File: config.mk
export PLATFORM = sky130hd
export DESIGN_NAME = apb_host_regs
export DESIGN_NICKNAME = d
export VERILOG_FILES = /design/src/cnn_accel_pkg.sv /design/src/apb_host_regs.sv
export VERILOG_INCLUDE_DIRS = /design/src
export SDC_FILE = /design/constraint.sdc
export NUM_CORES = 1
export LEC_CHECK = 0
export ABC_AREA = 1
export BUFFER_PORTS_ARGS = -buffer_cell sky130_fd_sc_hd__buf_2
export CAP_MARGIN = 30
export CORE_MARGIN = 1
export CORE_UTILIZATION = 36
export DETAILED_ROUTE_END_ITERATION = 8
export PLACE_DENSITY = 0.78
export SLEW_MARGIN = 20
export SYNTH_ARGS = -nofsm -noshare
export SYNTH_HDL_FRONTEND = slang
export SYNTH_SLANG_ARGS = --single-unit
File: constraint.sdc
create_clock -name okClk -period 1.3 [get_ports okClk]
set_input_delay 0.26 -clock okClk [delete_from_list [all_inputs] [get_ports okClk]]
set_output_delay 0.26 -clock okClk [all_outputs]
set_load 0.02 [all_outputs]
File: src/cnn_accel_macros.svh
`ifndef CNN_ACCEL_MACROS_SVH
`define CNN_ACCEL_MACROS_SVH

// fifo sizes in 32-bit words
`define CMD_FIFO_DEPTH  16
`define OPND_FIFO_DEPTH 64
`define RES_FIFO_DEPTH  16
`define BUF_HEADROOM    4   // margin below full for the space flags

// ------------------------------
// register map
// ------------------------------
`define REG_CTRL   8'h00
`define REG_CMD    8'h04
`define REG_DATA   8'h08
`define REG_WEIG   8'h0C
`define REG_BIAS   8'h10
`define REG_RESULT 8'h14
`define REG_STATUS 8'h18
`define REG_IRQ    8'h1C

`endif

File: src/cnn_accel_pkg.sv
package cnn_accel_pkg;

	// ------------------------------
	// host bus
	// ------------------------------
	typedef struct packed {
		logic        psel;
		logic        penable;
		logic        pwrite;
		logic [7:0]  paddr;
		logic [31:0] pwdata;
	} apb_req_t;

	typedef struct packed {
		logic [31:0] prdata;
		logic        pslverr;
	} apb_rsp_t;

	// ------------------------------
	// command words
	// ------------------------------
	typedef enum logic [1:0] {
		OP_MAC = 2'd0,
		OP_MAX = 2'd1
	} op_e;

	typedef struct packed {
		logic        kind;          // 0 for a header
		op_e         op;
		logic [7:0]  kernel_size;   // operands per output
		logic [20:0] rsvd;
	} cmd_hdr_t;

	typedef struct packed {
		logic        kind;          // 1 for a channel word
		logic [15:0] o_count;       // outputs per command
		logic [4:0]  shift;         // arithmetic right shift
		logic [9:0]  rsvd;
	} cmd_chan_t;

	// the top bit tells which view applies
	typedef union packed {
		cmd_hdr_t  hdr;
		cmd_chan_t chan;
	} cmd_word_u;

	typedef struct packed {
		op_e         op;
		logic [7:0]  kernel_size;
		logic [15:0] o_count;
		logic [4:0]  shift;
	} eng_cmd_t;

	typedef enum logic [2:0] {
		SEQ_IDLE,
		SEQ_HDR,
		SEQ_CHAN,
		SEQ_RUN,
		SEQ_DONE
	} seq_state_e;

	typedef struct packed {
		logic cmd_space;
		logic data_space;
		logic weig_space;
	} fifo_stat_t;

endpackage

File: src/apb_host_regs.sv
`timescale 1ns/1ps
`include "cnn_accel_macros.svh"

module apb_host_regs import cnn_accel_pkg::*; (
	input  logic                                  okClk,
	input  logic                                  i_arst_n,
	input  apb_req_t                              i_apb,
	output apb_rsp_t                              o_apb,
	output logic                                  o_cmd_push,
	output logic                                  o_data_push,
	output logic                                  o_weig_push,
	output logic [31:0]                           o_push_data,
	input  logic [$clog2(`CMD_FIFO_DEPTH+1)-1:0]  i_cmd_count,
	input  logic [$clog2(`OPND_FIFO_DEPTH+1)-1:0] i_data_count,
	input  logic [$clog2(`OPND_FIFO_DEPTH+1)-1:0] i_weig_count,
	input  logic [31:0]                           i_res_rdata,
	input  logic                                  i_res_empty,
	input  logic [$clog2(`RES_FIFO_DEPTH+1)-1:0]  i_res_count,
	output logic                                  o_res_pop,
	input  seq_state_e                            i_seq_state,
	input  logic                                  i_cmd_err,
	input  logic                                  i_done,
	output logic                                  o_op_en,
	output logic                                  o_clear,
	output logic [31:0]                           o_bias,
	output logic                                  o_irq
);

	fifo_stat_t  space_q;
	logic        access;
	logic        wr_acc;
	logic [31:0] rdata;
	logic        err;
	logic        cmd_push, data_push, weig_push, res_pop;

	assign access = i_apb.psel && i_apb.penable;   // access phase, no wait states
	assign wr_acc = access && i_apb.pwrite;

	// ------------------------------
	// address decode
	// ------------------------------
	always_comb begin
		rdata     = '0;
		err       = 1'b0;
		cmd_push  = 1'b0;
		data_push = 1'b0;
		weig_push = 1'b0;
		res_pop   = 1'b0;
		case (i_apb.paddr)
			`REG_CTRL: rdata[0] = o_op_en;
			`REG_CMD: if (i_apb.pwrite) begin
				err      = (i_cmd_count == `CMD_FIFO_DEPTH);
				cmd_push = !err;
			end
			`REG_DATA: if (i_apb.pwrite) begin
				err       = (i_data_count == `OPND_FIFO_DEPTH);
				data_push = !err;
			end
			`REG_WEIG: if (i_apb.pwrite) begin
				err       = (i_weig_count == `OPND_FIFO_DEPTH);
				weig_push = !err;
			end
			`REG_BIAS: rdata = o_bias;
			`REG_RESULT: if (!i_apb.pwrite) begin
				err     = i_res_empty;                  // empty pop reads 0
				res_pop = !i_res_empty;
				if (!i_res_empty)
					rdata = i_res_rdata;
			end
			`REG_STATUS: begin
				rdata[2:0]   = space_q;
				rdata[6:4]   = i_seq_state;
				rdata[8]     = i_cmd_err;
				rdata[20:16] = i_res_count;
			end
			`REG_IRQ: rdata[0] = o_irq;
			default: err = 1'b1;                         // unmapped
		endcase
	end

	assign o_cmd_push    = access && cmd_push;
	assign o_data_push   = access && data_push;
	assign o_weig_push   = access && weig_push;
	assign o_res_pop     = access && res_pop;
	assign o_push_data   = i_apb.pwdata;
	assign o_apb.prdata  = rdata;
	assign o_apb.pslverr = access && err;

	always_ff @(posedge okClk or negedge i_arst_n) begin
		if (!i_arst_n) begin
			o_op_en <= 1'b0;
			o_clear <= 1'b0;
			o_bias  <= '0;
			o_irq   <= 1'b0;
			space_q <= '1;                                 // fifos start empty
		end else begin
			o_clear <= wr_acc && (i_apb.paddr == `REG_CTRL) && i_apb.pwdata[1];
			if (wr_acc && i_apb.paddr == `REG_CTRL)
				o_op_en <= i_apb.pwdata[0];
			if (wr_acc && i_apb.paddr == `REG_BIAS)
				o_bias <= i_apb.pwdata;
			if (i_done)
				o_irq <= 1'b1;                             // set wins over clear
			else if (wr_acc && i_apb.paddr == `REG_IRQ && i_apb.pwdata[0])
				o_irq <= 1'b0;
			space_q.cmd_space  <= (i_cmd_count <= `CMD_FIFO_DEPTH - `BUF_HEADROOM);
			space_q.data_space <= (i_data_count <= `OPND_FIFO_DEPTH - `BUF_HEADROOM);
			space_q.weig_space <= (i_weig_count <= `OPND_FIFO_DEPTH - `BUF_HEADROOM);
		end
	end

endmodule

======== Word-level counts from Yosys, hierarchy flattened ========
Cells that the tools add are included.
word-level totals
  flip-flop bits (word level) ............. 38
  input bits .............................. 107
cells by class
  eq/ne operators ......................... 10
  reduce and logical (&&, ||, !) cells .... 19
  order comparisons ....................... 3
  mux-type cells .......................... 26
operators with widths
  kind                count
  $mux 32             2
  $eq 8x5->1 const B  4
  $pmux 11 s2         1
  $eq 8x4->1 const B  2
  $pmux 5 s3          1
  $eq 7x7->1 const B  2
  $le 7x6->1 const B  2
  $mux 1              14
  $pmux 7 s2          1
  $logic_and 1x1->1   12
  $pmux 1 s5          2
  $pmux 3 s3          1
  $eq 8x3->1 const B  1
  $logic_not 8->1     1
  $pmux 2 s3          1
  $eq 5x5->1 const B  1
  $le 5x4->1 const B  1
  $logic_not 1->1     4
  $pmux 1 s2          2
  $reduce_or 4->1     1
  $pmux 1 s3          1
  $reduce_bool 2->1   1

======== Logic depth before layout (Yosys ltp) ========
  depth after elaboration ................. 6
  gate-level depth with buffers ........... 10
  depth with buffers taken out ............ 10

======== Worst setup path after synthesis ========
OpenSTA, ideal clock, no wires.
  path type ............................... input to output
  from .................................... input port i_apb[39] (netlist name)
  to ...................................... output port o_apb[13] (netlist name)
  slack ................................... -0.316 ns
  arrival ................................. 1.356 ns
  required time ........................... 1.040 ns
  stages on the path ...................... 5
  cells stage by stage .................... nor2_1 nand3_1 nor2_4 nand3_2 o21ai_0
RTL lines
  item                RTL line            RTL
  start: declaration  apb_host_regs.sv:7  input apb_req_t i_apb,
  end: declaration    apb_host_regs.sv:8  output apb_rsp_t o_apb,

==> results.json <==
{
  "path_class": "input port to output port",
  "cp.required_ps": 1040,
  "slew_headroom_pct": 75.0,
  "fillerInstances": 599,
  "critPathTopFamily": "buffers and inverters",
  "wl_per_cell_um": 14.9,
  "violations": "negative setup slack",
  "synth_top_area_share_pct": 32.7,
  "min_period_ps": 1730,
  "status": "finished, violations left",
  "yosysSeqAreaShare_pct": 35.6,
  "hp-class": "input port to flip-flop",
  "ys_ff_latch": 38,
  "cp-start-kind": "input port",
  "ys_types": 28,
  "rows": 31,
  "slew_viol_final": 0,
  "grt_max_degree": 27,
  "ff_latch_area_um2": 955,
  "cts_tree": "yes",
  "avgSynthCellArea_um2": 6.73,
  "hpwl_mm": 7.75,
  "drive_gt1_share_pct": 57.9,
  "syn_nets": 505,
  "syn_inst": 398,
  "clk_pin_slew_ps": 70,
  "multiInputGateArea_um2": 1720,
  "worst_pin_slew_ps": 375,
  "critPathBufInv": 6,
  "ys_warn_count": 0,
  "fin_nets": 731,
  "grt_usage_pct": 27.0,
  "async_flop_share_pct": 100,
  "drtAntennaViolNets": 0,
  "drt_drc_violations_left": 0,
  "die_area_um2": 7790,
  "cap_violations": 0,
  "insertion_delay_ps": 280,
  "slowest_delay_ps": 170,
  "crit_path_cell_trace": "buf_12 > inv_12 > nand2_4 > nor2_4 > inv_2 > buf_4 > a21oi_4 > buf_12 > nand2_1 > o21ai_4 > buf_6",
  "hold_ws_ps": 100,
  "final_cell_mix": "buf_2 (167), nand2_1 (125), buf_6 (47)",
  "vias_per_cell": 4.90,
  "syn_area_um2": 2680,
  "finalWeightedCongestion": 0.829,
  "overflow": 0,
  "grt_first_pass_wirelength_mm": 15.8,
  "area_delta_synth_final_pct": 89.8,
  "ios": 211,
  "core_area_um2": 7210,
  "num_vias": 3546,
  "synth_edf_count": 0,
  "max-vdd-ir-drop_v": 0.000361,
  "hold_viol": 0,
  "worstPathArrival_ps": 1470,
  "cts_buffers": 5,
  "cts.sinks": 38,
  "skew_ps": 0,
  "grt_pass1_vias": 3425,
  "dp_slack_ps": -520,
  "cts_buffer_depth": 2,
  "dieWidth_um": 88.3,
  "final_common_cell": "buf_2",
  "max_freq_mhz": 577,
  "finalWirelength_mm": 10.8,
  "root_buffer": "clkbuf_8",
  "worstPathMaxFanout": 9,
  "synth_area_leaders": "dfrtp_1 (33%), nand2_1 (20%), nand3_1 (9.5%), buf_4 (9.5%), inv_1 (5.2%)",
  "synth_flop_cell": "dfrtp_1",
  "fin_ws_ps": -433,
  "diodes": 0,
  "htreeDepth": 2,
  "io_buffers": 210,
  "crit_top_cell": "buf_12",
  "antenna_found_initial": 0,
  "die_h_um": 88.3,
  "synth_top_area_cell": "dfrtp_1",
  "rsz0062_at_grt": "true",
  "crit_path_end_kind": "output port",
  "power.leakage_uw": 0.00285,
  "pwr_density_cell_nw_per_um2": 563,
  "drtIter0Drc": 139,
  "slowest_stage": "o21ai_4",
  "period_share_pct": 133,
  "start_util_pct": 37.1,
  "finalSetupViolCount": 37,
  "drtPass1Iterations": 5
}
[power breakdown]
| part | leakage (µW) | total (µW) | internal [µW] | switching [µW] |
|---|---|---|---|---|
| clock network | 0.0000524 | 988 | 574 | 413 |
| registers | 0.000514 | 1220 | 1210 | 16.4 |
| logic | 0.00228 | 653 | 283 | 370 |
[routing by layer]
metal	wire (µm)	GRT usage, %	up-vias
met5	0	0	-
li1	-	-	1691
met2	5810	52.2	181
met1	4090	29.7	1656
met3	689	4.85	18
met4	200	7.92	0
[Yosys cell counts (2+ instances only)]
cell type,instances
nor3_1,5
nand3_1,51
nand3_2,2
inv_1,37
inv_2,2
nand4_1,12
o21ai_2,10
clkbuf_1,4
buf_4,34
nor2_1,19
dfrtp_1,35
nand2_2,2
buf_2,10
nor2_2,2
nand2_1,145
o21ai_0,4
a21oi_1,3
o21ai_1,9
dfstp_2,3
[registers in the layout (all words and copies together), names as in the netlist]
register  cells
o_irq         1
o_clear       1
o_op_en       1
space_q       3
o_bias       32
[logic make-up after synthesis]
kind of cell	synth area share [%]
AO/OA/AOI/OAI	7.38
flip-flops	35.6
AND/OR/NAND/NOR	39.0
buffers and inverters	18.0
[metrics by stage]
step,setup TNS (ps),cells,power (µW),utilization (%),area (µm²)
6_report,-12690,724,2860,70.5,5080
4_1_cts,-12340,721,2870,68.7,4960
5_1_grt,-14830,724,3000,70.5,5080
2_1_floorplan,-3300,398,1540,-,3060
3_5_place_dp,-27700,699,1820,59.3,4280
3_3_place_gp,-26130,699,1810,59.3,4280
[area by class of cell]
| class | instances | area share, % |
|---|---|---|
| Timing Repair Buffer | 268 | 39.3 |
| Multi-Input combinational cell | 271 | 33.8 |
| Sequential cell | 38 | 18.8 |
| Inverter | 40 | 3.54 |
| Tap cell | 99 | 2.44 |
| Clock buffer | 7 | 1.50 |
| Clock inverter | 1 | 0.591 |
[worst paths after layout]
check | start | slack [ps] | cells past startpoint | to
setup / recovery | i_apb[33] | -430 | 11 | o_apb[8]
hold / removal | i_data_count[6] | 100 | 2 | space_q[1]
setup reg to reg | o_irq | 610 | 1 | o_irq
hold reg to reg | o_bias[20] | 500 | 2 | o_bias[20]
max in group asynchronous | i_arst_n | 420 | 3 | o_bias[31]
min in group asynchronous | i_arst_n | 420 | 2 | o_bias[4]
[what timing repair did]
action | CTS | global route
pin swaps | 18 | 19
gates resized for setup | 112 | 31
hold endpoints to repair | 9 | 0
setup buffers | 10 | 4
hold buffers | 1 | 0
setup endpoints to repair | 69 | 69
gates cloned | 4 | 0
(Power assumes the default switching activity.)
