--- src/cnn_accel_macros.svh ---
`ifndef CNN_ACCEL_MACROS_SVH
`define CNN_ACCEL_MACROS_SVH

// fifo sizes in 32-bit words
`define CMD_FIFO_DEPTH  16
`define OPND_FIFO_DEPTH 64
`define RES_FIFO_DEPTH  16
`define BUF_HEADROOM    4   // margin below full for the space flags

// ------------------------------
// register map
// ------------------------------
`define REG_CTRL   8'h00
`define REG_CMD    8'h04
`define REG_DATA   8'h08
`define REG_WEIG   8'h0C
`define REG_BIAS   8'h10
`define REG_RESULT 8'h14
`define REG_STATUS 8'h18
`define REG_IRQ    8'h1C

`endif

--- src/cnn_accel_pkg.sv ---
package cnn_accel_pkg;

	// ------------------------------
	// host bus
	// ------------------------------
	typedef struct packed {
		logic        psel;
		logic        penable;
		logic        pwrite;
		logic [7:0]  paddr;
		logic [31:0] pwdata;
	} apb_req_t;

	typedef struct packed {
		logic [31:0] prdata;
		logic        pslverr;
	} apb_rsp_t;

	// ------------------------------
	// command words
	// ------------------------------
	typedef enum logic [1:0] {
		OP_MAC = 2'd0,
		OP_MAX = 2'd1
	} op_e;

	typedef struct packed {
		logic        kind;          // 0 for a header
		op_e         op;
		logic [7:0]  kernel_size;   // operands per output
		logic [20:0] rsvd;
	} cmd_hdr_t;

	typedef struct packed {
		logic        kind;          // 1 for a channel word
		logic [15:0] o_count;       // outputs per command
		logic [4:0]  shift;         // arithmetic right shift
		logic [9:0]  rsvd;
	} cmd_chan_t;

	// the top bit tells which view applies
	typedef union packed {
		cmd_hdr_t  hdr;
		cmd_chan_t chan;
	} cmd_word_u;

	typedef struct packed {
		op_e         op;
		logic [7:0]  kernel_size;
		logic [15:0] o_count;
		logic [4:0]  shift;
	} eng_cmd_t;

	typedef enum logic [2:0] {
		SEQ_IDLE,
		SEQ_HDR,
		SEQ_CHAN,
		SEQ_RUN,
		SEQ_DONE
	} seq_state_e;

	typedef struct packed {
		logic cmd_space;
		logic data_space;
		logic weig_space;
	} fifo_stat_t;

endpackage

--- src/cmd_sequencer.sv ---
`timescale 1ns/1ps

module cmd_sequencer import cnn_accel_pkg::*; (
	input  logic       okClk,
	input  logic       i_arst_n,
	input  logic       i_op_en,
	input  logic       i_clear,
	input  cmd_word_u  i_cmd_word,
	input  logic       i_cmd_empty,
	input  logic       i_eng_done,
	output logic       o_cmd_pop,
	output eng_cmd_t   o_eng_cmd,
	output logic       o_eng_start,
	output logic       o_done,
	output seq_state_e o_state,
	output logic       o_cmd_err
);

	logic hdr_ok;
	logic chan_ok;

	// header and channel checks through the two union views
	assign hdr_ok = !i_cmd_word.hdr.kind &&
		(i_cmd_word.hdr.op == OP_MAC || i_cmd_word.hdr.op == OP_MAX) &&
		(i_cmd_word.hdr.kernel_size != 8'd0);
	assign chan_ok = i_cmd_word.chan.kind && (i_cmd_word.chan.o_count != 16'd0);

	assign o_cmd_pop = (o_state == SEQ_HDR || o_state == SEQ_CHAN) && i_op_en && !i_cmd_empty;
	assign o_done    = (o_state == SEQ_DONE);

	always_ff @(posedge okClk or negedge i_arst_n) begin
		if (!i_arst_n) begin
			o_state     <= SEQ_IDLE;
			o_eng_start <= 1'b0;
			o_cmd_err   <= 1'b0;
		end else if (i_clear) begin
			o_state     <= SEQ_IDLE;                // error flag survives a clear
			o_eng_start <= 1'b0;
		end else begin
			o_eng_start <= 1'b0;
			case (o_state)
				SEQ_IDLE: if (i_op_en) o_state <= SEQ_HDR;
				SEQ_HDR: begin
					if (!i_op_en)
						o_state <= SEQ_IDLE;
					else if (o_cmd_pop && hdr_ok)
						o_state <= SEQ_CHAN;
					else if (o_cmd_pop)
						o_cmd_err <= 1'b1;              // bad header dropped
				end
				SEQ_CHAN: if (o_cmd_pop) begin
					if (chan_ok) begin
						o_state     <= SEQ_RUN;
						o_eng_start <= 1'b1;
					end else begin
						o_state   <= SEQ_HDR;
						o_cmd_err <= 1'b1;
					end
				end
				SEQ_RUN:  if (i_eng_done) o_state <= SEQ_DONE;
				SEQ_DONE: o_state <= SEQ_HDR;           // back to idle from hdr if op_en low
				default:  o_state <= SEQ_IDLE;
			endcase
		end
	end

	// command fields, header half held until the channel word arrives
	always_ff @(posedge okClk) begin
		if (o_state == SEQ_HDR && o_cmd_pop && hdr_ok) begin
			o_eng_cmd.op          <= i_cmd_word.hdr.op;
			o_eng_cmd.kernel_size <= i_cmd_word.hdr.kernel_size;
		end
		if (o_state == SEQ_CHAN && o_cmd_pop && chan_ok) begin
			o_eng_cmd.o_count <= i_cmd_word.chan.o_count;
			o_eng_cmd.shift   <= i_cmd_word.chan.shift;
		end
	end

endmodule

--- config.mk ---
export PLATFORM = sky130hd
export DESIGN_NAME = cmd_sequencer
export DESIGN_NICKNAME = d
export VERILOG_FILES = /design/src/cnn_accel_macros.svh /design/src/cnn_accel_pkg.sv /design/src/cmd_sequencer.sv
export SDC_FILE = /design/constraint.sdc
export NUM_CORES = 1
export LEC_CHECK = 0
export BUFFER_PORTS_ARGS = -buffer_cell sky130_fd_sc_hd__buf_4
export CORE_MARGIN = 4
export CORE_UTILIZATION = 38
export DETAILED_ROUTE_END_ITERATION = 8
export GPL_ROUTABILITY_DRIVEN = 0
export PLACE_DENSITY_LB_ADDON = 0.3
export SLEW_MARGIN = 40
export SYNTH_ARGS = -nofsm -noshare
export SYNTH_HDL_FRONTEND = slang
export SYNTH_SLANG_ARGS = --single-unit
--- constraint.sdc ---
create_clock -name okClk -period 2.37 [get_ports okClk]
set_clock_uncertainty 0.1 [all_clocks]
set_input_delay 0.474 -clock okClk [delete_from_list [all_inputs] [get_ports okClk]]
set_output_delay 0.474 -clock okClk [all_outputs]
set_load 0.03 [all_outputs]
After elaboration in Yosys (flattened, before gate mapping)
Index checks and enable logic that the tools add are counted.

word-level totals
  logic and storage cells = 61
  register bits after elaboration = 36
  output and inout bits = 38
  input port bits = 38

operators by class
  reductions and logical operators = 21
  bitwise logic cells = 1
  eq/ne operators = 14
  multiplexer cells = 18

operators by type and width
  cell                                                              number
  3-bit 2-to-1 mux                                                  6
  16-bit nonzero test                                               1
  3-bit case mux with 5 select lines                                1
  1-bit logical AND                                                 10
  2-bit inequality test (second input constant)                     5
  1-bit 2-to-1 mux                                                  9
  3-bit inequality test (second input constant)                     3
  8-bit nonzero test                                                1
  7-bit AND reduction                                               1
  3-bit by 2-bit == test with 1-bit output (second input constant)  2
  4-bit inequality test (second input constant)                     1
  4-bit AND reduction                                               1
  3-bit by 1-bit == test with 1-bit output (second input constant)  1
  3-bit == test (second input constant)                             1
  3-bit zero test                                                   1
  2-bit by 1-bit == test with 1-bit output (second input constant)  1
  1-bit zero test                                                   2
  2-bit zero test                                                   1
  1-bit logical OR                                                  2
  2-bit 2-to-1 mux                                                  1
  1-bit case mux with 2 select lines                                1
  2-bit nonzero test                                                1
  1-bit inverter                                                    1

Depth between registers and ports, before layout
  depth in word-level cells = 9
  gate-level depth with buffers = 7
  gate-level depth less buffers = 6

Worst setup path before layout
Ideal clock, no wire load.

  path type = reg-to-reg
  from = reg o_state[1]
  to = reg o_eng_cmd[0] (netlist name), enable pin
  stages on the path, launching flop included = 5
  setup time = 399 ps
  arrival = 1911 ps
  slack = -40 ps
  path buffers = 1
  required time = 1871 ps
  clock period less this slack = 2410 ps
  cell sequence = dfrtp_1 -> buf_6 -> xor2_1 -> nand3_2 -> nor2_1

between the ends
  word-level cells in the longest chain between the ends = 6
  elaborated cells on any way between the ends = 7
  classes of those cells = eq/ne (2); reduce/logical (5)

ends and longest elaborated chain
  element                                                                                                      line                                      source
  start, declared                                                                                              cmd_sequencer.sv:15                       output seq_state_e o_state,
  start signal, assigned                                                                                       cmd_sequencer.sv:33                       o_state <= SEQ_IDLE;
  start signal, assigned                                                                                       cmd_sequencer.sv:37                       o_state <= SEQ_IDLE;
  start signal, assigned                                                                                       cmd_sequencer.sv:42                       SEQ_IDLE: if (i_op_en) o_state <= SEQ_HDR;
  3-bit by 1-bit == test with 1-bit output / 3-bit by 2-bit == test with 1-bit output (equally long branches)  cmd_sequencer.sv:28, cmd_sequencer.sv:73
  1-bit logical OR                                                                                             cmd_sequencer.sv:28                       assign o_cmd_pop = (o_state == SEQ_HDR || o_state == SEQ_CHAN) && i_op_en && !i_cmd_empty;
  1-bit logical AND (2 in series)                                                                              cmd_sequencer.sv:28
  1-bit logical AND * (2 in series)                                                                            cmd_sequencer.sv:73                       if (o_state == SEQ_CHAN && o_cmd_pop && chan_ok) begin
  end, declared                                                                                                cmd_sequencer.sv:12                       output eng_cmd_t o_eng_cmd,

Mark *: on every way between the ends. The rest lies on a longest branch, timed or not.
A chain may end at the register's enable or synchronous reset.

Final worst setup path
  from = reg o_state[0]
  to = out o_cmd_pop

between the ends
  word-level cells in the longest chain between the ends = 4
  elaborated cells on any way between the ends = 5
  classes of those cells = eq/ne (2); reduce/logical (3)

ends and longest elaborated chain
  element                                                                                                      line                 source
  3-bit by 1-bit == test with 1-bit output / 3-bit by 2-bit == test with 1-bit output (equally long branches)  cmd_sequencer.sv:28
  1-bit logical OR *                                                                                           cmd_sequencer.sv:28
  1-bit logical AND * (2 in series)                                                                            cmd_sequencer.sv:28
  end, declared                                                                                                cmd_sequencer.sv:11  output logic o_cmd_pop,

Marked as above.

==> summary.md <==
| Metric | Value |
|---|---|
| Vias per cell | `4.89` |
| # rows | `20` |
| Initial antenna violation count | `0` |
| P_leak | `0.770 nW` |
| VDD IR max | `0.411 mV` |
| Final Cycle Share | `0.843` |
| Via Count | `929` |
| Htree depth | `2` |
| Final hold slack | `0.226 ns` |
| Syn_area_per_cell | `17.8 µm²` |
| Initial drt markers | `56` |
| Post-synth EDFFs | `31` |
| Fraction of registers with async set/reset | `0.139` |
| Pwr Density | `721 nW/µm²` |
| Final min period | `2.00 ns` |
| Worst slew pin tran | `0.582 ns` |
| Crit path required time | `1.80 ns` |
| Layout Area Growth over Synthesis | `46.2%` |
| Die W | `66.5 µm` |
| Overflow left after global routing | `0` |
| Startpoint type of the worst setup path | `flip-flop` |
| CP Data Arrival Time | `1.42 ns` |
| Sequential-to-total area share from yosys stat | `0.811` |
| RSZ-0062 raised after global routing | `false` |
| Cell-internal power | `0.969 mW` |
| Clk Latency, worst-skew pair | `0.32 ns` |
| Die height | `66.5 µm` |
| Placed cell area | `1850 µm²` |
| Design Power | `1.37 mW` |
| Clk pwr share | `0.207` |
| Net Sw Frac | `0.294` |
| Top-count cell post-synth | `edfxtp_1` |
| Cts repair resizes | `0` |
| First-pass GRT wire length | `4370 µm` |
| Main flop type after synthesis | `edfxtp_1` |
| Flop pwr share | `0.548` |
| Top cell type by total area after synthesis | `edfxtp_1` |
| Rel. slew slack | `0.611` |
| Top-area cell type share of the netlist area | `0.715` |
| # nets final | `184` |
| Most frequent cells after synthesis | `edfxtp_1, nand2_1, dfrtp_1, nor4_1, nor2_1` |
| Root buf cell | `clkbuf_4` |
| Post-route ant nets | `0` |
| Finished Cell Area | `1900 µm²` |
| Post-DP HPWL | `2210 µm` |
| Worst Hold Class | `in -> reg` |
| Largest net degree at the start of global routing | `22` |
| CTS tree | `yes` |
| CP endpoint kind | `primary output` |
| PortBufs | `65` |
| CP max FO | `7` |
| Slew Viols, Final | `0` |
| Max Cap Viol | `0` |
| 1st-pass router iterations | `3` |
| Multi-input gate area | `231 µm²` |
| Peak Freq | `501 MHz` |
| Dominant cells by area after synthesis | `edfxtp_1, dfrtp_1, nor4_1` |
| CTS buffer count | `5` |
| Net Switching | `0.403 mW` |
| Clock Sinks | `36` |
| Post-synthesis cell count | `73` |
| Vias in the first global route | `986` |
| # hold bufs at CTS | `1` |
| Distinct cell type count of the synthesized netlist | `25` |
| Diodes inserted | `0` |
| Layout cells sized above 1 | `0.548` |
| Tot GR Track Use | `0.135` |
| Setup repair bufs after CTS | `0` |
| Post-DR wirelength/cell | `15.0 µm` |
| Die footprint | `4430 µm²` |
| Final setup TNS | `0 ns` |
| Critical setup path kind | `reg -> out` |
| Synth Cell Area | `1300 µm²` |
| Clock Tree Buf Depth | `2` |
| Combinational fraction of design power | `0.246` |
| Syn Nets | `111` |
| Core Footprint | `3150 µm²` |
| Initial Util | `0.413` |
| Num ports | `76` |
| Outcome | `finished clean` |
| YS warnings | `0` |
| Final WL | `2850 µm` |
| Register area | `1060 µm²` |
| Setup violators final | `0` |
| #FFs+latches synth | `36` |
| Final hold vios | `0` |
| Number of remaining DRC errors | `0` |
| CTS clk-pin slew, worst paths | `0.09 ns` |
| FILL cells | `282` |
[state kept, by name, summed over array words and instances, names as in the netlist]
signal       cells
o_cmd_err        1
o_eng_cmd       31
o_eng_start      1
o_state          3
[path summary, 6_finish.rpt]
kind | slack, ns | end | startpoint | cells past startpoint
max | 0.37 | o_cmd_pop | o_state[0] | 4
min | 0.23 | o_eng_cmd[4] | i_cmd_word[14] | 1
max reg2reg | 0.46 | o_eng_cmd[13] | o_state[2] | 3
min reg2reg | 0.39 | o_cmd_err | o_cmd_err | 1
max in group asynchronous | 1.69 | o_state[1] | i_arst_n | 2
min in group asynchronous | 0.38 | o_state[2] | i_arst_n | 2
[stage by stage]
step | std cells | utilization | worst slack [ns]
3_5_place_dp | 182 | 0.587 | 0.306
5_1_grt | 190 | 0.604 | 0.267
6_report | 190 | 0.604 | 0.373
3_3_place_gp | 182 | 0.585 | 0.173
2_1_floorplan | 73 | - | 0.295
4_1_cts | 190 | 0.604 | 0.353
[worst max-delay path, stage by stage, from the launching register on]
cell	delay, ns
dfrtp_1	0.46
xor2_1	0.21
nand3_2	0.16
inv_2	0.11
buf_4	0.16
[layout make-up]
cell class	count	area share
multi-input cells	33	0.122
clock buffers	5	0.0197
clock inverters	2	0.00394
inverters	3	0.00591
flip-flops and latches	36	0.555
repair buffers	67	0.265
well taps	44	0.0289
[cell families (layout without fill, tap and decap cells)]
| group | count (synthesis) | in the layout | synth area share |
|---|---|---|---|
| AOI/OAI and AO/OA | 9 | 9 | 0.0615 |
| xor gates and xnor gates | 1 | 1 | 0.00673 |
| DFF | 36 | 36 | 0.811 |
| and+or+nand+nor | 23 | 23 | 0.104 |
| buffers and inverters | 4 | 77 | 0.0173 |
[power groups by stage]
stage	clock [mW]	combinational, mW	sequential [mW]
after detailed placement	0	0.337	0.765
after floorplan	0	0.154	0.820
after CTS	0.291	0.339	0.752
after global routing	0.326	0.362	0.756
after global placement	0	0.324	0.765
final	0.284	0.337	0.752
[per-layer routing]
| layer | routed length [µm] | global-route usage | share of wire | vias to the layer above |
|---|---|---|---|---|
| li1 | - | - | - | 429 |
| met1 | 989 | 0.117 | 0.35 | 452 |
| met2 | 1540 | 0.262 | 0.54 | 44 |
| met3 | 289 | 0.0641 | 0.10 | 4 |
| met4 | 25 | 0.0457 | 0.0088 | 0 |
| met5 | 0 | 0 | 0 | - |
[cells in the final DEF, fill, tap and decap left out, drive strengths merged, types with 2 or more instances in the layout]
master,n
inv,3
edfxtp,31
buf,66
nand3,2
nor3b,2
nor2,4
clkbuf,5
clkinv,2
nand2,7
dfrtp,5
a21oi,2
nor4,5
Note: power is estimated with default switching activity, not from simulation.
