$ cat src/cnn_accel_macros.svh
`ifndef CNN_ACCEL_MACROS_SVH
`define CNN_ACCEL_MACROS_SVH

// fifo sizes in 32-bit words
`define CMD_FIFO_DEPTH  16
`define OPND_FIFO_DEPTH 64
`define RES_FIFO_DEPTH  16
`define BUF_HEADROOM    4   // margin below full for the space flags

// ------------------------------
// register map
// ------------------------------
`define REG_CTRL   8'h00
`define REG_CMD    8'h04
`define REG_DATA   8'h08
`define REG_WEIG   8'h0C
`define REG_BIAS   8'h10
`define REG_RESULT 8'h14
`define REG_STATUS 8'h18
`define REG_IRQ    8'h1C

`endif

$ cat src/cnn_accel_pkg.sv
package cnn_accel_pkg;

	// ------------------------------
	// host bus
	// ------------------------------
	typedef struct packed {
		logic        psel;
		logic        penable;
		logic        pwrite;
		logic [7:0]  paddr;
		logic [31:0] pwdata;
	} apb_req_t;

	typedef struct packed {
		logic [31:0] prdata;
		logic        pslverr;
	} apb_rsp_t;

	// ------------------------------
	// command words
	// ------------------------------
	typedef enum logic [1:0] {
		OP_MAC = 2'd0,
		OP_MAX = 2'd1
	} op_e;

	typedef struct packed {
		logic        kind;          // 0 for a header
		op_e         op;
		logic [7:0]  kernel_size;   // operands per output
		logic [20:0] rsvd;
	} cmd_hdr_t;

	typedef struct packed {
		logic        kind;          // 1 for a channel word
		logic [15:0] o_count;       // outputs per command
		logic [4:0]  shift;         // arithmetic right shift
		logic [9:0]  rsvd;
	} cmd_chan_t;

	// the top bit tells which view applies
	typedef union packed {
		cmd_hdr_t  hdr;
		cmd_chan_t chan;
	} cmd_word_u;

	typedef struct packed {
		op_e         op;
		logic [7:0]  kernel_size;
		logic [15:0] o_count;
		logic [4:0]  shift;
	} eng_cmd_t;

	typedef enum logic [2:0] {
		SEQ_IDLE,
		SEQ_HDR,
		SEQ_CHAN,
		SEQ_RUN,
		SEQ_DONE
	} seq_state_e;

	typedef struct packed {
		logic cmd_space;
		logic data_space;
		logic weig_space;
	} fifo_stat_t;

endpackage

$ cat src/mac_engine.sv
`timescale 1ns/1ps

module mac_engine import cnn_accel_pkg::*; (
	input  logic        okClk,
	input  logic        i_arst_n,
	input  logic        i_clear,
	input  logic        i_start,
	input  eng_cmd_t    i_cmd,
	input  logic [31:0] i_bias,
	input  logic [31:0] i_data,
	input  logic        i_data_empty,
	input  logic [31:0] i_weig,
	input  logic        i_weig_empty,
	input  logic        i_res_full,
	output logic        o_data_pop,
	output logic        o_weig_pop,
	output logic        o_res_push,
	output logic [31:0] o_res_data,
	output logic        o_done
);

	eng_cmd_t           cmd_q;
	logic               busy_q, issued_q, res_valid_q;
	logic [7:0]         opnd_cnt_q;
	logic [15:0]        out_cnt_q;
	logic signed [31:0] acc_q, acc_next, prod, biased;
	logic               ops_ready, pop, last_opnd, last_out;

	// ------------------------------
	// operand handshake
	// ------------------------------
	assign ops_ready  = (cmd_q.op == OP_MAX) ? !i_data_empty : (!i_data_empty && !i_weig_empty);
	assign o_res_push = res_valid_q && !i_res_full;
	assign pop        = busy_q && !issued_q && ops_ready && (!res_valid_q || !i_res_full);
	assign o_data_pop = pop;
	assign o_weig_pop = pop && (cmd_q.op == OP_MAC);   // max reads data only
	assign last_opnd  = (opnd_cnt_q == cmd_q.kernel_size - 8'd1);
	assign last_out   = (out_cnt_q == cmd_q.o_count - 16'd1);

	// ------------------------------
	// datapath
	// ------------------------------
	assign prod = $signed(i_data[15:0]) * $signed(i_weig[15:0]);

	always_comb begin
		if (cmd_q.op == OP_MAX) begin
			if (opnd_cnt_q == 8'd0 || $signed(i_data) > acc_q)
				acc_next = i_data;
			else
				acc_next = acc_q;
		end else begin
			acc_next = (opnd_cnt_q == 8'd0) ? prod : acc_q + prod;   // wraps at 32 bits
		end
	end

	assign biased = acc_next + $signed(i_bias);

	always_ff @(posedge okClk or negedge i_arst_n) begin
		if (!i_arst_n) begin
			busy_q      <= 1'b0;
			issued_q    <= 1'b0;
			res_valid_q <= 1'b0;
			o_done      <= 1'b0;
			opnd_cnt_q  <= '0;
			out_cnt_q   <= '0;
		end else if (i_clear) begin
			busy_q      <= 1'b0;
			issued_q    <= 1'b0;
			res_valid_q <= 1'b0;
			o_done      <= 1'b0;
			opnd_cnt_q  <= '0;
			out_cnt_q   <= '0;
		end else begin
			o_done <= 1'b0;
			if (i_start) begin
				busy_q     <= 1'b1;
				issued_q   <= 1'b0;
				opnd_cnt_q <= '0;
				out_cnt_q  <= '0;
			end else begin
				if (pop && last_opnd) begin
					opnd_cnt_q <= '0;
					out_cnt_q  <= out_cnt_q + 16'd1;
					issued_q   <= last_out;             // stop popping after final output
				end else if (pop) begin
					opnd_cnt_q <= opnd_cnt_q + 8'd1;
				end
				if (pop && last_opnd)
					res_valid_q <= 1'b1;
				else if (o_res_push)
					res_valid_q <= 1'b0;
				if (busy_q && issued_q && o_res_push) begin
					busy_q   <= 1'b0;                   // last result left the stage
					issued_q <= 1'b0;
					o_done   <= 1'b1;
				end
			end
		end
	end

	always_ff @(posedge okClk) begin
		if (i_start)
			cmd_q <= i_cmd;
		if (pop)
			acc_q <= acc_next;
		if (pop && last_opnd)
			o_res_data <= biased >>> cmd_q.shift;    // held while result fifo full
	end

endmodule

$ cat config.mk
export PLATFORM = sky130hd
export DESIGN_NAME = mac_engine
export DESIGN_NICKNAME = d
export VERILOG_FILES = /design/src/cnn_accel_macros.svh /design/src/cnn_accel_pkg.sv /design/src/mac_engine.sv
export SDC_FILE = /design/constraint.sdc
export NUM_CORES = 1
export LEC_CHECK = 0
export ABC_AREA = 1
export BUFFER_PORTS_ARGS = -buffer_cell sky130_fd_sc_hd__buf_4
export CAP_MARGIN = 20
export CELL_PAD_IN_SITES_DETAIL_PLACEMENT = 0
export CELL_PAD_IN_SITES_GLOBAL_PLACEMENT = 1
export CORE_MARGIN = 10
export CORE_UTILIZATION = 40
export CTS_CLUSTER_SIZE = 28
export DETAILED_ROUTE_END_ITERATION = 6
export PLACE_DENSITY_LB_ADDON = 0.25
export SLEW_MARGIN = 20
export SYNTH_ARGS = -nofsm -noshare
export SYNTH_HDL_FRONTEND = slang
export SYNTH_SLANG_ARGS = --single-unit
$ cat constraint.sdc
create_clock -name okClk -period 5.4 [get_ports okClk]
set_input_delay 0.81 -clock okClk [delete_from_list [all_inputs] [get_ports okClk]]
set_output_delay 0.81 -clock okClk [all_outputs]
set_load 0.005 [all_outputs]
### Word-level counts from Yosys, hierarchy flattened

Cells that the tools add are included.

* $add $sub $neg: 6
* multipliers: 1
* magnitude comparators: 1
* eq/ne operators: 4
* shifts and indexed selects: 1
* muxes and demuxes: 25
* reduce and logical (&&, ||, !) cells: 24

Operator list (count)
* $mux 32: 3
* $add 32x32->32: 2
* $mux 16: 3
* $gt 32x32->1: 1
* $mul 16x16->32: 1
* $mux 8: 4
* $sshr 32x5->32: 1
* $add 16x1->16 const B: 1
* $eq 16x16->1: 1
* $sub 16x1->16 const B: 1
* $mux 1: 15
* $logic_and 1x1->1: 9
* $reduce_bool 3->1: 3
* $add 8x1->8 const B: 1
* $eq 8x8->1: 1
* $logic_not 8->1: 1
* $reduce_bool 4->1: 2
* $sub 8x1->8 const B: 1
* $logic_not 1->1: 5
* $eq 2x1->1 const B: 1
* $logic_not 2->1: 1
* $logic_or 1x1->1: 2
* $ne 2x2->1 const B: 1
* $reduce_and 2->1: 1

* register bits after elaboration: 123
* bits of input ports: 134
* output and inout port bits: 36

### Logic depth before layout (Yosys ltp)

* depth after elaboration: 10
* gate-level depth with buffers: 60

### Least setup slack after synthesis

No wires, ideal clock.

* path type: input -> register
* start: input port i_data[7]
* end: register o_res_data[30], data pin
* library setup time: 0.258 ns
* arrival: 9.026 ns
* required time: 5.142 ns
* setup slack: -3.884 ns
* stages: 55
* buffers on the path: 2
* cell sequence: clkbuf_1 > clkbuf_1 > nand2_1 > fa_1 > inv_1 > fa_1 > inv_1 > fa_1 > inv_1 > fa_1 > fa_1 > inv_1 > fa_1 > inv_1 > ha_1 > a21oi_1 > o21ai_0 > a21oi_1 > [... 19 more ...] > o21bai_1 > a21oi_1 > o21ai_0 > a21oi_1 > nand2_1 > xor2_1 > inv_1 > nand3_1 > nand3_1 > nand2_1 > nand2_1 > nand2_1 > nand2_1 > nand2_1 > nand2_1 > nand2_1 > nand2_1 > nand2_1

* word-level cells in the longest chain between the ends: 6

Ends and longest elaborated chain
* start: declaration: line mac_engine.sv:10 `input logic [31:0] i_data,`
* $mul 16x16->32 / $gt 32x32->1 (equally long branches): line mac_engine.sv:43, mac_engine.sv:47
* $add 32x32->32 / $logic_or 1x1->1 (equally long branches): line mac_engine.sv:52, mac_engine.sv:47
* $mux 32 (on tied branches): line mac_engine.sv:52, mac_engine.sv:47
* $mux 32 *: line mac_engine.sv:46 `if (cmd_q.op == OP_MAX) begin`
* named net acc_next[29]: line mac_engine.sv:26 `logic signed [31:0] acc_q, acc_next, prod, biased;`
* $add 32x32->32 *: line mac_engine.sv:56 `assign biased = acc_next + $signed(i_bias);`
* $sshr 32x5->32 *: line mac_engine.sv:107 `o_res_data <= biased >>> cmd_q.shift;`
* end signal: assignment: line mac_engine.sv:107
* end: declaration: line mac_engine.sv:18 `output logic [31:0] o_res_data,`

The timed path passes the listed nets; every way through them passes the cells marked *.
A chain may end at the register's enable or synchronous reset.

### Final worst setup path

* start: input port i_data[7]
* end: register o_res_data[29], data pin

* word-level cells in the longest chain between the ends: 6

Ends and longest elaborated chain (line)
* $mul 16x16->32 / $gt 32x32->1 (equally long branches): mac_engine.sv:43, mac_engine.sv:47
* $add 32x32->32 / $logic_or 1x1->1 (equally long branches): mac_engine.sv:52, mac_engine.sv:47
* $mux 32 (on tied branches): mac_engine.sv:52, mac_engine.sv:47
* $mux 32 *: mac_engine.sv:46
* named net acc_next[28]: mac_engine.sv:26
* $add 32x32->32 *: mac_engine.sv:56
* named net biased[31]: mac_engine.sv:26
* $sshr 32x5->32 *: mac_engine.sv:107

Marked as above.

==> impl_metrics.ini <==
[critical_path]
crit_path_start = i_data[7]
required_ns = 5.60
ff2ff_path_depth = 29
worstSetupEndpointType = flop
crit_fanout = 7
cp_common_cell = nand2_1
cpMaxStageDelayCell = fa_1
cp-start-kind = input pin
max_stage_delay_ns = 0.56
rr_startpoint = acc_q[31]
worstSetupPathType = in -> reg
crit_arrival_ns = 9.18

[die]
core_sq_um = 54100
rows = 85
start_util_pct = 40.6
io_pins = 170
die_area_sq_um = 64800
die_h_um = 255
die_w_um = 255

[global_routing]
grt_max_degree = 45
grtUsageTotal_pct = 22.3
antenna_found_initial = 0
overflow = 0
grt_pass1_wl_um = 116000
grt_pass1_vias = 22400

[clock_tree]
h-tree-depth = 4
numCtsBuffers = 17
cts-root-buf = clkbuf_16
clk_pin_slew_ns = 0.06
cts_tree = done
clock_path_buffers = 2
clkLatencyLatePin_ns = 0.45
cts_sinks = 123
cts_hold_buf = 0

[drt]
drtAntennaViolNets = 0
drtIter0Drc = 1165
dr.pass1.iters = 7
drt-wirelength-per-cell_um = 17.0
num_vias = 21200
drt_drc_violations_left = 0
routed_via_density = 5.00
drt-total-wl_um = 72200

[logic_synthesis]
synth_top_area_share_pct = 24.0
synthesis.area_sq_um = 22000
synth_seq_area_share_pct = 16.1
yosys_most_used_dff = edfxtp_1
yosysWarnings = 0
avgSynthCellArea_sq_um = 7.38
synth.area.top_cells = fa_1 (24%), edfxtp_1 (13%), nand2_1 (12%)
yosysUniqueCellTypes = 61
async_flop_share_pct = 22.8
synth_edf_count = 95
synth_seq_cells = 123
netlist_instances = 2982
synthesis.nets = 3562
yosys.area.top_type = fa_1

[timing]
rsz0062_at_grt = true
final-max-slew-violation-count = 0
finalSetupViolCount = 57
clock.fmax_mhz = 111
fin_crit_sh_pct = 166
hold_viol_final = 0
tightest_slew_ns = 1.06
min_period_ns = 8.98
clock_skew_ns = 0.0166
layout_setup_ws_ns = -3.58
relSlewSlack_pct = 29.6

[status]
status = finished, violations left
violations = negative setup slack

[cells_and_area]
utilization_pct = 57.0
drive_gt1_share_pct = 33.6
fill_cells = 4938
syn_to_final_growth_pct = 40.2
diodes = 0
finish.instance_area_sq_um = 30800
final_cells = 4240
nets = 4111

[place]
routabilityCongestion = 0.895
place_inst = 4130
port_buffers = 153
placed_area_sq_um = 27200
hpwl_um = 59500
pre_cts_ws_ns = -4.50

[job]
maxCapViolCount = 0

[worst_hold_path]
hold_class = in -> async
==> cell usage in the layout, fill, tap and decap left out, types with 10 or more instances in the layout <==
cell and instances:
a21o_1 10, a21oi_1 106, a21oi_2 48, a21oi_4 19, buf_12 17, buf_4 567
buf_6 52, clkbuf_16 19, dfrtp_1 28, edfxtp_1 95, fa_1 245, fa_2 19
ha_1 124, ha_4 54, inv_1 575, inv_2 69, nand2_1 613, nand2_2 81
nand2_4 24, nand3_1 174, nand3_2 42, nand4_1 13, nor2_1 103, nor2_2 20
nor2_4 11, nor3_1 17, o211ai_1 11, o21ai_0 76, o21ai_1 31, o21ai_2 13
o21bai_1 10, or2_2 17, or2_4 10, xnor2_1 25, xor2_1 48
==> cells by family after synthesis <==
logic type / count (synthesis) / synth area share [%]
adders and majority gates: 446 / 34.4
AOI/OAI and AO/OA: 391 / 10.2
and+or+nand+nor: 1164 / 22.5
DFF: 123 / 16.1
buffers and inverters: 767 / 13.1
xor gates and xnor gates: 91 / 3.62
==> metrics by stage <==
stage               hold WS, ns  setup TNS (ns)
detailed placement        0.502         -186.66
CTS                       0.291         -142.55
global route              0.314         -159.52
floorplan                 0.464         -135.46
finish                    0.284         -140.61
global placement          0.490         -189.82
==> worst paths after layout <==
kind / slack (ns) / to
min reg2reg: 0.51 / res_valid_q
max reg2reg: -0.27 / o_res_data[1]
max in group asynchronous: 4.83 / out_cnt_q[6]
max: -3.58 / o_res_data[29]
min: 0.28 / o_done
min in group okClk: 0.51 / res_valid_q
==> critical path, delay by kind of cell <==
| kind | cells | cell delay [ns] |
|---|---|---|
| fa+ha+maj | 9 | 3.88 |
| simple gates | 20 | 1.78 |
| compound gates | 11 | 1.34 |
| buf+inv | 12 | 1.01 |
| xor+xnor | 2 | 0.31 |
==> cells in the mapped netlist (all sizes together) (2+ instances only) <==
| cell | instances |
|---|---|
| a31oi | 12 |
| nand4 | 13 |
| nand3 | 218 |
| inv | 651 |
| buf | 12 |
| nand2 | 719 |
| nor3b | 4 |
| nor2 | 135 |
| o21ai | 125 |
| or2 | 32 |
| o221ai | 3 |
| dfrtp | 28 |
| o21a | 3 |
| o21bai | 14 |
| a31o | 8 |
| nor4 | 8 |
| a32o | 2 |
| a211oi | 6 |
| a21oi | 173 |
| a21o | 10 |
| o211ai | 11 |
| edfxtp | 95 |
| a22oi | 4 |
| xor2 | 58 |
| a21boi | 6 |
| xnor2 | 33 |
| fa | 264 |
| nand3b | 3 |
| o31ai | 4 |
| a221oi | 4 |
| ha | 182 |
| clkbuf | 103 |
| nor3 | 30 |
==> registers in the layout, indices dropped and copies added (netlist names) <==
| signal | count |
|---|---|
| res_valid_q | 1 |
| cmd_q | 31 |
| out_cnt_q | 16 |
| issued_q | 1 |
| o_done | 1 |
| busy_q | 1 |
| acc_q | 32 |
| opnd_cnt_q | 8 |
| o_res_data | 32 |
==> final cells by class <==
class                      count  area (sq um)  share of cell area [%]
tap                          696           871                    2.82
multi-input combinational   2092         18000                    58.4
sequential                   123          3550                    11.5
inverter                     652          2470                    7.99
clock buffer                  17           425                    1.38
timing repair buffer         645          5360                    17.4
clock inverter                15           164                   0.531
==> what timing repair did <==
item                                    in CTS  in global routing
endpoints found under the setup margin      58                 58
gates resized for setup                    300                259
gates cloned                                 2                  2
pin swaps                                  143                151
buffers inserted                            45                 31
==> metal layers <==
layer,track usage [%],share of wire (%),vias to the layer above
met5,0,0,-
met3,2.49,3.4,100
met4,6.09,2.6,0
li1,-,-,10400
met1,28.7,44,10300
met2,39.1,50,415
Power is left out: the tool's default activity adds up to more than one toggle a clock period on the data nets, which glitch-free logic cannot reach.
